### config.mk
export PLATFORM = sky130hd
export DESIGN_NAME = pool
export DESIGN_NICKNAME = d
export VERILOG_FILES = /design/src/design/cnn_data_pkg.sv /design/src/design/pool.sv
export SDC_FILE = /design/constraint.sdc
export NUM_CORES = 1
export LEC_CHECK = 0
export BUFFER_PORTS_ARGS = -buffer_cell sky130_fd_sc_hd__buf_4
export CORE_AREA = 8 8 79 81
export CTS_CLUSTER_DIAMETER = 40
export DETAILED_ROUTE_END_ITERATION = 16
export DIE_AREA = 0 0 87 89
export PLACE_DENSITY_LB_ADDON = 0.15
export SLEW_MARGIN = 10
export SYNTH_ARGS = -nofsm -noshare
export SYNTH_HDL_FRONTEND = slang
export SYNTH_SLANG_ARGS = --single-unit
### constraint.sdc
create_clock -name clk -period 3.6 [get_ports clk]
set_input_delay 0.54 -clock clk [delete_from_list [all_inputs] [get_ports clk]]
set_output_delay 0.54 -clock clk [all_outputs]
set_load 0.02 [all_outputs]
### src/design/cnn_data_pkg.sv
/*
 * Layer engine arithmetic
 * Fixed pixel, weight and accumulator widths and their signed types
 */
`default_nettype none

package cnn_data_pkg;

    localparam int IMG_WIDTH = 16;
    localparam int KER_WIDTH = 16;

    // Guard bits cover the lane and window sums
    localparam int ACC_WIDTH = IMG_WIDTH + KER_WIDTH + 4;

    typedef logic signed [IMG_WIDTH-1:0] pixel_t;
    typedef logic signed [KER_WIDTH-1:0] weight_t;
    typedef logic signed [ACC_WIDTH-1:0] acc_t;

endpackage

`default_nettype wire

### src/design/pool.sv
/*
 * Max pool
 * Running signed maximum over the windows of one pooling group
 */
`timescale 1ns/10ps
`default_nettype none

module pool (
    input  wire logic                clk,
    input  wire logic                restart,
    input  wire cnn_data_pkg::acc_t  up_data,
    input  wire logic                up_valid,
    output cnn_data_pkg::acc_t       dn_data
);

    logic fresh;    // Next valid input loads unconditionally

    always_ff @(posedge clk) begin
        if (restart) begin
            fresh <= 1'b1;
        end else if (up_valid) begin
            fresh <= 1'b0;
            if (fresh || (up_data > dn_data)) begin
                dn_data <= up_data;
            end
        end
    end

endmodule

`default_nettype wire

==> metrics.yaml, run 1 <==
status: "finished, final reports clean"
dieArea_um2: 7743
r2r_setup_slack_ns: 0.90
antenna_found_initial: 0
dp_hpwl_mm: 3.889
drive_above_1_share_pct: 36.43
cts_root_buf: "clkbuf_8"
min_period_over_period_pct: 74.93
final_cell_mix: "buf_4 (76), inv_1 (40), ha_1 (36), edfxtp_1 (36), a21oi_1 (14)"
setup_viol: 0
routed_wl_mm: 4.605
area_growth_pct: 34.56
rsz0062_at_grt: "false"
min_from: "restart"
cts_hold_buf: 0
post-route-min-period_ns: 2.697
max-cap-violations: 0
finClkSkew_ns: 0.002544
hold_end: "fresh$_SDFFE_PP1P_"
syn_area_um2: 2147
viasPerCell: 4.774
hold_viol_final: 0
grt_max_degree: 24
die_h_um: 89
final_cells: 328
vias: 1566
drt_iter0_drc: 46
row_count: 26
ys_warn_count: 0
grt_use_total_pct: 12.58
use_met3_pct: 5.331
grt_pass1_vias: 1715
worst_setup_path_start_kind: "register"
place_area_um2: 2813
globalRouteMet1Util_pct: 13.61
slew_violations: 0
crit_type: "reg2reg"
finalSetupTns_ns: 0
io_pins: 75
fin_area_um2: 2889
grt_pass1_wl_mm: 7.638
ys_seq_area_share_pct: 51.28
required_ns: 3.56
syn_nets: 250
clk_latency_ns: 0.28
reg2reg_to: "dn_data[28]$_DFFE_PP_"
coreArea_um2: 4977
post_cts_resized: 0
post_drt_wl_per_cell_um: 14.04
dp_cells: 321
gr-usage-met2_pct: 21.72
irDropWorstVdd_uv: 184.6
path_max_fanout: 23
start_util_pct: 43.14
r2r_start: "dn_data[30]$_DFFE_PP_"
h-tree-depth: 2
rr_worst_depth: 9
grt_overflow_total: 0
cts_tree: "done"
whs_path_depth: 2
dieWidth_um: 87
holdCritPathClass: "in2reg"
arrival_ns: 2.66
gp_congestion: 0.6928
synthDistinctLibCells: 27
cts.path.max_buffers: 2
n_antenna_cell: 0
end_kind: "register"
p_per_area_nw_per_um2: 342.6
dr.pass1.iters: 2
clk_pin_slew_worst_paths_ns: 0.07
synth.avg_cell_area_um2: 12.27
p_leak_nw: 1.397
cts.sinks: 37
worst_slew_pin_slew_ns: 0.4166
timing.fmax_ghz: 0.3707
drc: 0
max_slew_margin_pct: 71.51
cts_made_buffers: 5
grt-busiest-layer: "met2"
ant_nets: 0
post_synth_inst_count: 175
fin_nets: 333
ys_ff_latch: 37
cts_setup_buffers: 0
final_common_cell: "buf_4"
fin_util_pct: 58.04
port_buffers: 74
## cell type report
class	count	area, µm²
clock buffer	6	72.57
clock inverter	1	3.754
fill	464	2088
inverter	40	150.1
multi-input combinational	98	903.4
sequential	37	1101
tap	70	87.58
timing repair buffer	76	570.5
## worst max-delay path: stages (launching register included)
cell and delay, ns:
edfxtp_1 0.36, inv_1 0.05, ha_1 0.33, nand4_2 0.18, nor4_4 0.31, nand2_1 0.10
o221ai_2 0.23, mux2_1 0.38, nor2_4 0.12, buf_4 0.31
## metal layers
metal	share of wire (%)	up-vias
li1	-	803
met1	41	716
met2	50	42
met3	8.0	5
met4	1.3	0
met5	0	-
## Yosys cell counts
cell type  count  area, µm²
a221oi_2       2      30.03
nand3_1        5      25.02
inv_1         40      150.1
nor3b_1        1      7.510
a221o_2        1      11.26
nor2_1         3      11.26
nand4_2        4      50.05
o21a_1         1      7.510
nand4_4        1      21.27
nor4_4         2      42.54
mux2_1         1      11.26
dfxtp_1        1      20.02
o21ai_0        2      10.01
ha_1          36      450.4
a41oi_1        1      8.760
nor3_1         3      15.01
nand2_1        9      33.78
nor4_1         1      6.260
edfxtp_1      36       1081
a21o_1         2      15.01
o21ai_1        2      10.01
a21oi_1       14      70.07
nand4_1        3      18.77
a2111oi_0      1      8.760
o31ai_1        1      7.510
o221ai_2       1      15.01
or2b_2         1      8.760
## worst max-delay path by stage
stage | cells after the start | slack, ns | start | to
after floorplan | 7 | 0.28 | up_data[27] | dn_data[0]$_DFFE_PP_
after global placement | 9 | 0.65 | up_data[15] | dn_data[27]$_DFFE_PP_
after detailed placement | 9 | 0.62 | up_data[27] | dn_data[25]$_DFFE_PP_
after CTS | 9 | 0.87 | dn_data[27]$_DFFE_PP_ | dn_data[12]$_DFFE_PP_
after global routing | 9 | 0.69 | dn_data[27]$_DFFE_PP_ | dn_data[22]$_DFFE_PP_
final | 9 | 0.90 | dn_data[30]$_DFFE_PP_ | dn_data[28]$_DFFE_PP_
## kinds of logic (layout without fill, tap and decap cells)
| group | Yosys count | in the layout | synth area share (%) |
|---|---|---|---|
| buffers and inverters | 40 | 123 | 6.993 |
| AO/OA/AOI/OAI | 28 | 28 | 9.033 |
| adder cells (fa/ha/maj) | 36 | 36 | 20.98 |
| AND/OR/NAND/NOR | 33 | 33 | 11.19 |
| flip-flops | 37 | 37 | 51.28 |
| multiplexers | 1 | 1 | 0.5244 |
## report_power, final
part           leakage [nW]  total [W]  internal, W  switching (W)
Sequential            0.343   0.000512     0.000500      0.0000113
Combinational          1.02   0.000211    0.0000973       0.000113
Clock                0.0387   0.000267     0.000130       0.000137
Total                  1.40   0.000990     0.000728       0.000262
## state kept, by name (all words and copies together), names as in the netlist
| signal | cells |
|---|---|
| dn_data | 36 |
| fresh | 1 |
## stage by stage
stage	hold WS, ns	total power, W	worst slack [ns]
3_3_place_gp	0.5082	0.0007331	0.6517
5_1_grt	0.4264	0.001047	0.6934
4_1_cts	0.4256	0.001007	0.8728
3_5_place_dp	0.5104	0.0007359	0.6199
6_report	0.4355	0.0009897	0.9026
2_1_floorplan	0.4673	0.0006401	0.2823
No activity file was read; power rests on OpenSTA's default activity.
==> run 2, diff against run 1 <==
--- a/config.mk
+++ b/config.mk
@@ -5,6 +5,7 @@
 export SDC_FILE = /design/constraint.sdc
 export NUM_CORES = 1
 export LEC_CHECK = 0
+export ABC_AREA = 1
 export BUFFER_PORTS_ARGS = -buffer_cell sky130_fd_sc_hd__buf_4
 export CORE_AREA = 8 8 79 81
 export CTS_CLUSTER_DIAMETER = 40
==> constraint.sdc (replaced) <==
create_clock -name clk -period 2.26 [get_ports clk]
set_input_delay 0.339 -clock clk [delete_from_list [all_inputs] [get_ports clk]]
set_output_delay 0.339 -clock clk [all_outputs]
set_load 0.02 [all_outputs]
==> run 2 against run 1 <==
Compared with the run above: sequential share of layout area fell by 5.0 points; clock power rose by 62%; die area did not move; non-clock buffer count rose by 15; total power rose by 66%; utilization rose by 8.8 points; synthesized area barely moved; routed wire length rose by 8.9%; highest routed layer unchanged.
==> metrics.yaml, run 2 <==
status: "finished, final reports clean"  # unchanged
p_per_area_nw_per_um2: 494.9  # was 342.6 nW/µm²
row_count: 26  # unchanged
worst_setup_path_start_kind: "register"  # unchanged
post-synth-top-count-cell: "inv_1"  # unchanged
power_w: 0.001646  # was 0.0009897 W
grt_max_degree: 14  # was 24
r2r_start: "dn_data[17]$_DFFE_PP_"  # was dn_data[30]$_DFFE_PP_
coreArea_um2: 4977  # unchanged
dr.pass1.iters: 4  # was 2
cp-endpoint: "dn_data[12]$_DFFE_PP_"  # was dn_data[28]$_DFFE_PP_
fin_area_um2: 3327  # was 2889 µm²
setup_viol: 0  # unchanged
synth.avg_cell_area_um2: 9.946  # was 12.27 µm²
largest_register_ffs: 36  # unchanged
yosys-top-cells-area: "edfxtp_1 (50%), ha_1 (21%), inv_1 (9.1%), nand2_1 (8.4%), a21oi_1 (2.8%)"  # was edfxtp_1 (50%), ha_1 (21%), inv_1 (7.0%), a21oi_1 (3.3%), nand4_2 (2.3%)
worst_slew_pin_slew_ns: 0.1594  # was 0.4166 ns
cts_root_buf: "clkbuf_8"  # unchanged
ys_warn_count: 0  # unchanged
final_common_cell: "buf_4"  # unchanged
post-route-min-period_ns: 2.204  # was 2.697 ns
ys_seq_area_share_pct: 51.25  # was 51.28%
yosys-top-cells-count: "inv_1 (52), nand2_1 (48), edfxtp_1 (36), ha_1 (36), nor2_1 (13)"  # was inv_1 (40), edfxtp_1 (36), ha_1 (36)
irDropWorstVdd_uv: 338.5  # was 184.6 µV
max-cap-violations: 0  # unchanged
ant_nets: 0  # unchanged
num-fill-cells: 442  # was 464
area_growth_pct: 54.86  # was 34.56%
vias: 1721  # was 1566
post_drt_wl_per_cell_um: 13.03  # was 14.04 µm
port_buffers: 74  # unchanged
slowest_delay_ns: 0.39  # was 0.38 ns
place_area_um2: 2851  # was 2813 µm²
fin_nets: 389  # was 333
max_slew_margin_pct: 89.37  # was 71.51%
post_synth_inst_count: 216  # was 175
startpoint: "dn_data[17]$_DFFE_PP_"  # was dn_data[30]$_DFFE_PP_
synthDistinctLibCells: 17  # was 27
grt_pass1_vias: 1596  # was 1715
async_flop_share_pct: 0  # unchanged
yosys.area.top_type_share_pct: 50.32  # was 50.35%
rr_worst_depth: 14  # was 9
cpMostUsedCell: "nand2_1"
yosysTopAreaCell: "edfxtp_1"  # unchanged
grt_use_total_pct: 11.58  # was 12.58%
h-tree-depth: 2  # unchanged
fin_util_pct: 66.84  # was 58.04%
crit_type: "reg2reg"  # unchanged
dieWidth_um: 87  # unchanged
reg.largest.list: "dn_data: 36 flops, fresh: 1 flops"  # unchanged
required_ns: 2.26  # was 3.56 ns
antenna_found_initial: 0  # unchanged
synth_edf_count: 36  # unchanged
hold_viol_final: 0  # unchanged
cts_tree: "done"  # unchanged
top_register: "dn_data"  # unchanged
arrival_ns: 2.20  # was 2.66 ns
crit_chain: "inv_1 > ha_1 > nand2_1 > nor2_2 > a21boi_0 > nor2_1 > nand2_1 > nand2_2 > nand2_1 > nand2_1 > nand3_2 > a21oi_4 > buf_12 > buf_12"  # was inv_1 > ha_1 > nand4_2 > nor4_4 > nand2_1 > o221ai_2 > mux2_1 > nor2_4 > buf_4
grt_pass1_wl_mm: 6.906  # was 7.638 mm
dieArea_um2: 7743  # unchanged
syn_nets: 291  # was 250
routed_wl_mm: 5.016  # was 4.605 mm
rsz0062_at_grt: "true"  # was false
min_period_over_period_pct: 97.53  # was 74.93%
reg2reg_to: "dn_data[12]$_DFFE_PP_"  # was dn_data[28]$_DFFE_PP_
final_cell_mix: "buf_4 (85), inv_1 (44), nand2_1 (37)"  # was buf_4 (76), inv_1 (40), ha_1 (36), edfxtp_1 (36), a21oi_1 (14)
end_kind: "register"  # unchanged
hold_ws_ns: 0.2360  # was 0.4355 ns
p_leak_nw: 1.603  # was 1.397 nW
cts_made_buffers: 5  # unchanged
viasPerCell: 4.470  # was 4.774
finalSetupTns_ns: 0  # unchanged
drc: 0  # unchanged
die_h_um: 89  # unchanged
timing.fmax_ghz: 0.4537  # was 0.3707 GHz
dp_hpwl_mm: 3.869  # was 3.889 mm
start_util_pct: 43.16  # was 43.14%
slew_violations: 0  # unchanged
gp_congestion: 0.7647  # was 0.6928
path_max_fanout: 12  # was 23
clk_latency_ns: 0.29  # was 0.28 ns
cts.sinks: 37  # unchanged
cts_hold_buf: 0  # unchanged
syn_area_um2: 2148  # was 2147 µm²
grt_overflow_total: 0  # unchanged
slowest_stage: "edfxtp_1"  # was mux2_1
n_antenna_cell: 0  # unchanged
cts.path.max_buffers: 2  # unchanged
ys_ff_latch: 37  # unchanged
io_pins: 75  # unchanged
holdCritPathClass: "in2reg"  # unchanged
synth_ff_type: "edfxtp_1"  # unchanged
drive_above_1_share_pct: 46.03  # was 36.43%
clk_pin_slew_worst_paths_ns: 0.08  # was 0.07 ns
drt_iter0_drc: 40  # was 46
r2r_setup_slack_ns: 0.06  # was 0.90 ns
finClkSkew_ns: 0.009751  # was 0.002544 ns
## run 2: cell count changes in the layout (fill, tap and decap cells not counted), sizes merged, moves of 2 or more
cell / previous run / this run
nand2: 9 / 49
clkinv: 1 / 3
nand4: 8 / 2
buf: 76 / 89
a21boi: 0 / 2
nor2: 3 / 15
a221oi: 2 / 0
inv: 40 / 52
nand3: 5 / 3
nor3: 3 / 1
nor4: 3 / 0
## run 2: where the power goes
| group | internal [W] | leakage [nW] | switching [W] |
|---|---|---|---|
| Combinational | 0.000203 | 1.22 | 0.000202 |
| Sequential | 0.000792 | 0.344 | 0.0000158 |
| Clock | 0.000208 | 0.0430 | 0.000225 |
## run 2: kinds of logic after synthesis
group / count (synthesis) / share of synthesized area, %
adder cells (fa/ha/maj): 36 / 20.97
AO/OA/AOI/OAI: 21 / 5.649
AND/OR/NAND/NOR: 70 / 13.05
flip-flops: 37 / 51.25
buffers and inverters: 52 / 9.086
## run 2: how the worst min path moves through the flow
stage / startpoint / to / slack, ns / cells past startpoint
2_1_floorplan: up_data[0] / dn_data[0]$_DFFE_PP_ / 0.44 / 0
3_3_place_gp: fresh$_SDFFE_PP1P_ / fresh$_SDFFE_PP1P_ / 0.52 / 2
3_5_place_dp: fresh$_SDFFE_PP1P_ / fresh$_SDFFE_PP1P_ / 0.52 / 2
4_1_cts: up_data[20] / dn_data[20]$_DFFE_PP_ / 0.23 / 1
5_1_grt: up_data[26] / dn_data[26]$_DFFE_PP_ / 0.23 / 1
6_report: up_data[20] / dn_data[20]$_DFFE_PP_ / 0.24 / 1
## run 2: metal layers
metal / vias up / share of wire [%] / global-route usage (%)
li1: 903 / - / -
met1: 759 / 41 / 12.33
met2: 55 / 49 / 19.92
met3: 4 / 8.6 / 5.147
met4: 0 / 0.96 / 4.225
met5: - / 0 / 0
## run 2: stage by stage
| stage | setup WS, ns | instances |
|---|---|---|
| after floorplan | -0.2869 | 216 |
| after global placement | -0.02102 | 364 |
| after detailed placement | -0.03767 | 364 |
| after CTS | -0.007355 | 372 |
| after global routing | -0.04732 | 385 |
| final | 0.05578 | 385 |
## run 2: worst max-delay path: cells and delay by family (launching register included)
kind            cells  cell delay [ns]
simple gates        8             0.68
flops               1             0.39
buf+inv             3             0.36
compound gates      2             0.26
fa+ha+maj           1             0.24
## run 2: what timing repair did
action | in CTS | in global routing
resized for setup | 0 | 52
cloned | 0 | 2
endpoints found under the hold margin | 0 | 0
endpoints found under the setup margin | 13 | 36
pin swaps | 0 | 13
buffers inserted | 0 | 11
## run 2: cell type report
cell class	instances	area [µm²]	area share, %
Multi-Input combinational cell	127	1104	33.17
Sequential cell	37	1101	33.10
Timing Repair Buffer	91	758.2	22.79
Inverter	52	195.2	5.867
Tap cell	70	87.58	2.633
Clock buffer	5	68.82	2.068
Clock inverter	3	12.51	0.3761
==> run 3, diff against run 2 <==
--- a/config.mk
+++ b/config.mk
@@ -7,10 +7,10 @@
 export LEC_CHECK = 0
 export ABC_AREA = 1
 export BUFFER_PORTS_ARGS = -buffer_cell sky130_fd_sc_hd__buf_4
-export CORE_AREA = 8 8 79 81
+export CORE_AREA = 8 8 83 85
 export CTS_CLUSTER_DIAMETER = 40
 export DETAILED_ROUTE_END_ITERATION = 16
-export DIE_AREA = 0 0 87 89
+export DIE_AREA = 0 0 91 93
 export PLACE_DENSITY_LB_ADDON = 0.15
 export SLEW_MARGIN = 10
 export SYNTH_ARGS = -nofsm -noshare
==> run 3 against run 2 <==
Compared with the run above: routed wire length is 2.4% lower; die area is 9.3% higher; sequential cell count stayed put; worst setup slack worse by 0.022 ns; sequential share of layout area is 1.0 points higher; utilization is 10 points lower; first-iteration DRC count is 20% higher; non-clock buffer count is 1 lower; fmax is 0.99% lower; critical path depth stayed put.
==> metrics.yaml, run 3 (synthesized netlist as in run 2, its figures left out) <==
p_leak_nw: 1.594  # was 1.603 nW
start_util_pct: 37.85  # was 43.16%
dieWidth_um: 91  # was 87 µm
irDropWorstVdd_uv: 288.2  # was 338.5 µV
place_ws_ns: -0.05583  # was -0.03767 ns
ant_nets: 0  # unchanged
p_per_area_nw_per_um2: 500.1  # was 494.9 nW/µm²
grt_use_total_pct: 11.14  # was 11.58%
top_register: "dn_data"  # unchanged
max-cap-violations: 0  # unchanged
row_count: 28  # was 26
drt_iter0_drc: 48  # was 40
combPwrFrac_pct: 23.5  # was 24.6%
grt_pass1_vias: 1750  # was 1596
routed_wl_mm: 4.896  # was 5.016 mm
largest_register_ffs: 36  # unchanged
cts_tree: "done"  # unchanged
dr.pass1.iters: 4  # unchanged
power_frac_clock_pct: 26.4  # was 26.3%
drc: 0  # unchanged
clk_latency_ns: 0.28  # was 0.29 ns
post_drt_wl_per_cell_um: 12.62  # was 13.03 µm
fin_ws_ns: 0.03378  # was 0.05578 ns
min_from: "up_data[6]"  # was up_data[20]
crit_chain: "inv_1 > ha_1 > nand2_2 > nor2_2 > nand2_2 > nor2_2 > nand3_1 > nand2_1 > nor2_2 > nand3_1 > nand3_2 > a21oi_4 > buf_6 > clkbuf_16"  # was inv_1 > ha_1 > nand2_1 > nor2_2 > a21boi_0 > nor2_1 > nand2_1 > nand2_2 > nand2_1 > nand2_1 > nand3_2 > a21oi_4 > buf_12 > buf_12
final_cell_mix: "buf_4 (82), inv_1 (48), nand2_1 (42)"  # was buf_4 (85), inv_1 (44), nand2_1 (37)
p_seq_share_pct: 50.1  # was 49.1%
setup_viol: 0  # unchanged
grt_overflow_total: 0  # unchanged
worst_setup_path_start_kind: "register"  # unchanged
reg.largest.list: "dn_data: 36 flops, fresh: 1 flops"  # unchanged
dp_hpwl_mm: 3.836  # was 3.869 mm
fin_nets: 388  # was 389
viasPerCell: 4.425  # was 4.470
timing.fmax_ghz: 0.4492  # was 0.4537 GHz
max_slew_margin_pct: 88.99  # was 89.37%
coreArea_um2: 5675  # was 4977 µm²
min_period_over_period_pct: 98.51  # was 97.53%
post-route-min-period_ns: 2.226  # was 2.204 ns
path_max_fanout: 5  # was 12
startpoint: "dn_data[31]$_DFFE_PP_"  # was dn_data[17]$_DFFE_PP_
final_common_cell: "buf_4"  # unchanged
n_antenna_cell: 0  # unchanged
dieArea_um2: 8463  # was 7743 µm²
finClkSkew_ns: 0.006224  # was 0.009751 ns
io_pins: 75  # unchanged
slowest_stage: "edfxtp_1"  # unchanged
antenna_found_initial: 0  # unchanged
vias: 1717  # was 1721
slew_violations: 0  # unchanged
cts_made_buffers: 5  # unchanged
num-fill-cells: 534  # was 442
crit_type: "reg2reg"  # unchanged
slowest_delay_ns: 0.35  # was 0.39 ns
rsz0062_at_grt: "true"  # unchanged
fin_util_pct: 56.86  # was 66.84%
die_h_um: 93  # was 89 µm
cts.sinks: 37  # unchanged
switching_power_w: 0.0004237  # was 0.0004434 W
power.internal_w: 0.001190  # was 0.001203 W
end_kind: "register"  # unchanged
h-tree-depth: 2  # unchanged
grt_max_degree: 23  # was 14
required_ns: 2.26  # about the same
drive_above_1_share_pct: 40.26  # was 46.03%
holdCritPathClass: "in2reg"  # unchanged
r2r_start: "dn_data[31]$_DFFE_PP_"  # was dn_data[17]$_DFFE_PP_
arrival_ns: 2.23  # was 2.20 ns
grt_pass1_wl_mm: 7.659  # was 6.906 mm
clk_pin_slew_worst_paths_ns: 0.07  # was 0.08 ns
area_growth_pct: 50.20  # was 54.86%
hold_viol_final: 0  # unchanged
cts_root_buf: "clkbuf_8"  # unchanged
swShare_pct: 26.25  # was 26.93%
cpMostUsedCell: "nor2_2"  # was nand2_1
gp_congestion: 0.7329  # was 0.7647
cts.path.max_buffers: 2  # unchanged
port_buffers: 74  # unchanged
r2r_setup_slack_ns: 0.03  # was 0.06 ns
status: "finished, final reports clean"  # unchanged
worst_slew_pin_slew_ns: 0.1634  # was 0.1594 ns
==> run 3: layer usage <==
layer  routed length [µm]  vias up  GRT usage, %
met5                    0        -             0
met4                   40        0         3.274
met3                  328        5         4.567
met2                 2347       51         18.74
met1                 2180      770         12.73
li1                     -      891             -
==> run 3: area by class of cell <==
class	instances	area (µm²)	area share (%)
flip-flops and latches	37	1101	34.12
multi-input cells	127	996.0	30.86
repair buffers	90	764.5	23.69
inverters	52	195.2	6.049
well taps	75	93.84	2.908
clock buffers	6	72.57	2.249
clock inverters	1	3.754	0.1163
==> run 3: worst max-delay path, delay by kind of cell, from the launching register on <==
family                     cells  cell delay, ns
AOI/OAI and AO/OA              1            0.15
adders and majority gates      1            0.30
buffers and inverters          3            0.36
DFF                            1            0.35
and+or+nand+nor                9            0.77
==> run 3: final timing paths <==
path                           end  cells after the start
min reg2reg     fresh$_SDFFE_PP1P_                      2
max          dn_data[31]$_DFFE_PP_                     14
max reg2reg  dn_data[31]$_DFFE_PP_                     14
min           dn_data[6]$_DFFE_PP_                      1
==> run 3: timing repair <==
action | in CTS | in global routing
endpoints found under the setup margin | 0 | 36
hold buffers | 0 | 0
buffers inserted | 0 | 7
gates resized for setup | 0 | 27
==> run 3: power groups by stage <==
stage / logic (W) / clock network (W) / registers (W)
after floorplan: 0.000134 / 0 / 0.000859
after global placement: 0.000323 / 0 / 0.000822
after detailed placement: 0.000326 / 0 / 0.000823
after CTS: 0.000328 / 0.000451 / 0.000808
after global routing: 0.000427 / 0.000464 / 0.000813
final: 0.000380 / 0.000426 / 0.000808
==> run 3: through the flow <==
step | area [µm²] | power, W | instances | hold WS, ns | TNS [ns]
final | 3227 | 0.001614 | 388 | 0.2395 | 0
after global routing | 3227 | 0.001704 | 388 | 0.2287 | -2.945
after CTS | 2967 | 0.001587 | 377 | 0.2284 | 0
after detailed placement | 2890 | 0.001150 | 370 | 0.5305 | -1.420
after global placement | 2890 | 0.001145 | 370 | 0.5128 | -0.3614
after floorplan | 2178 | 0.0009935 | 216 | 0.4379 | -10.33
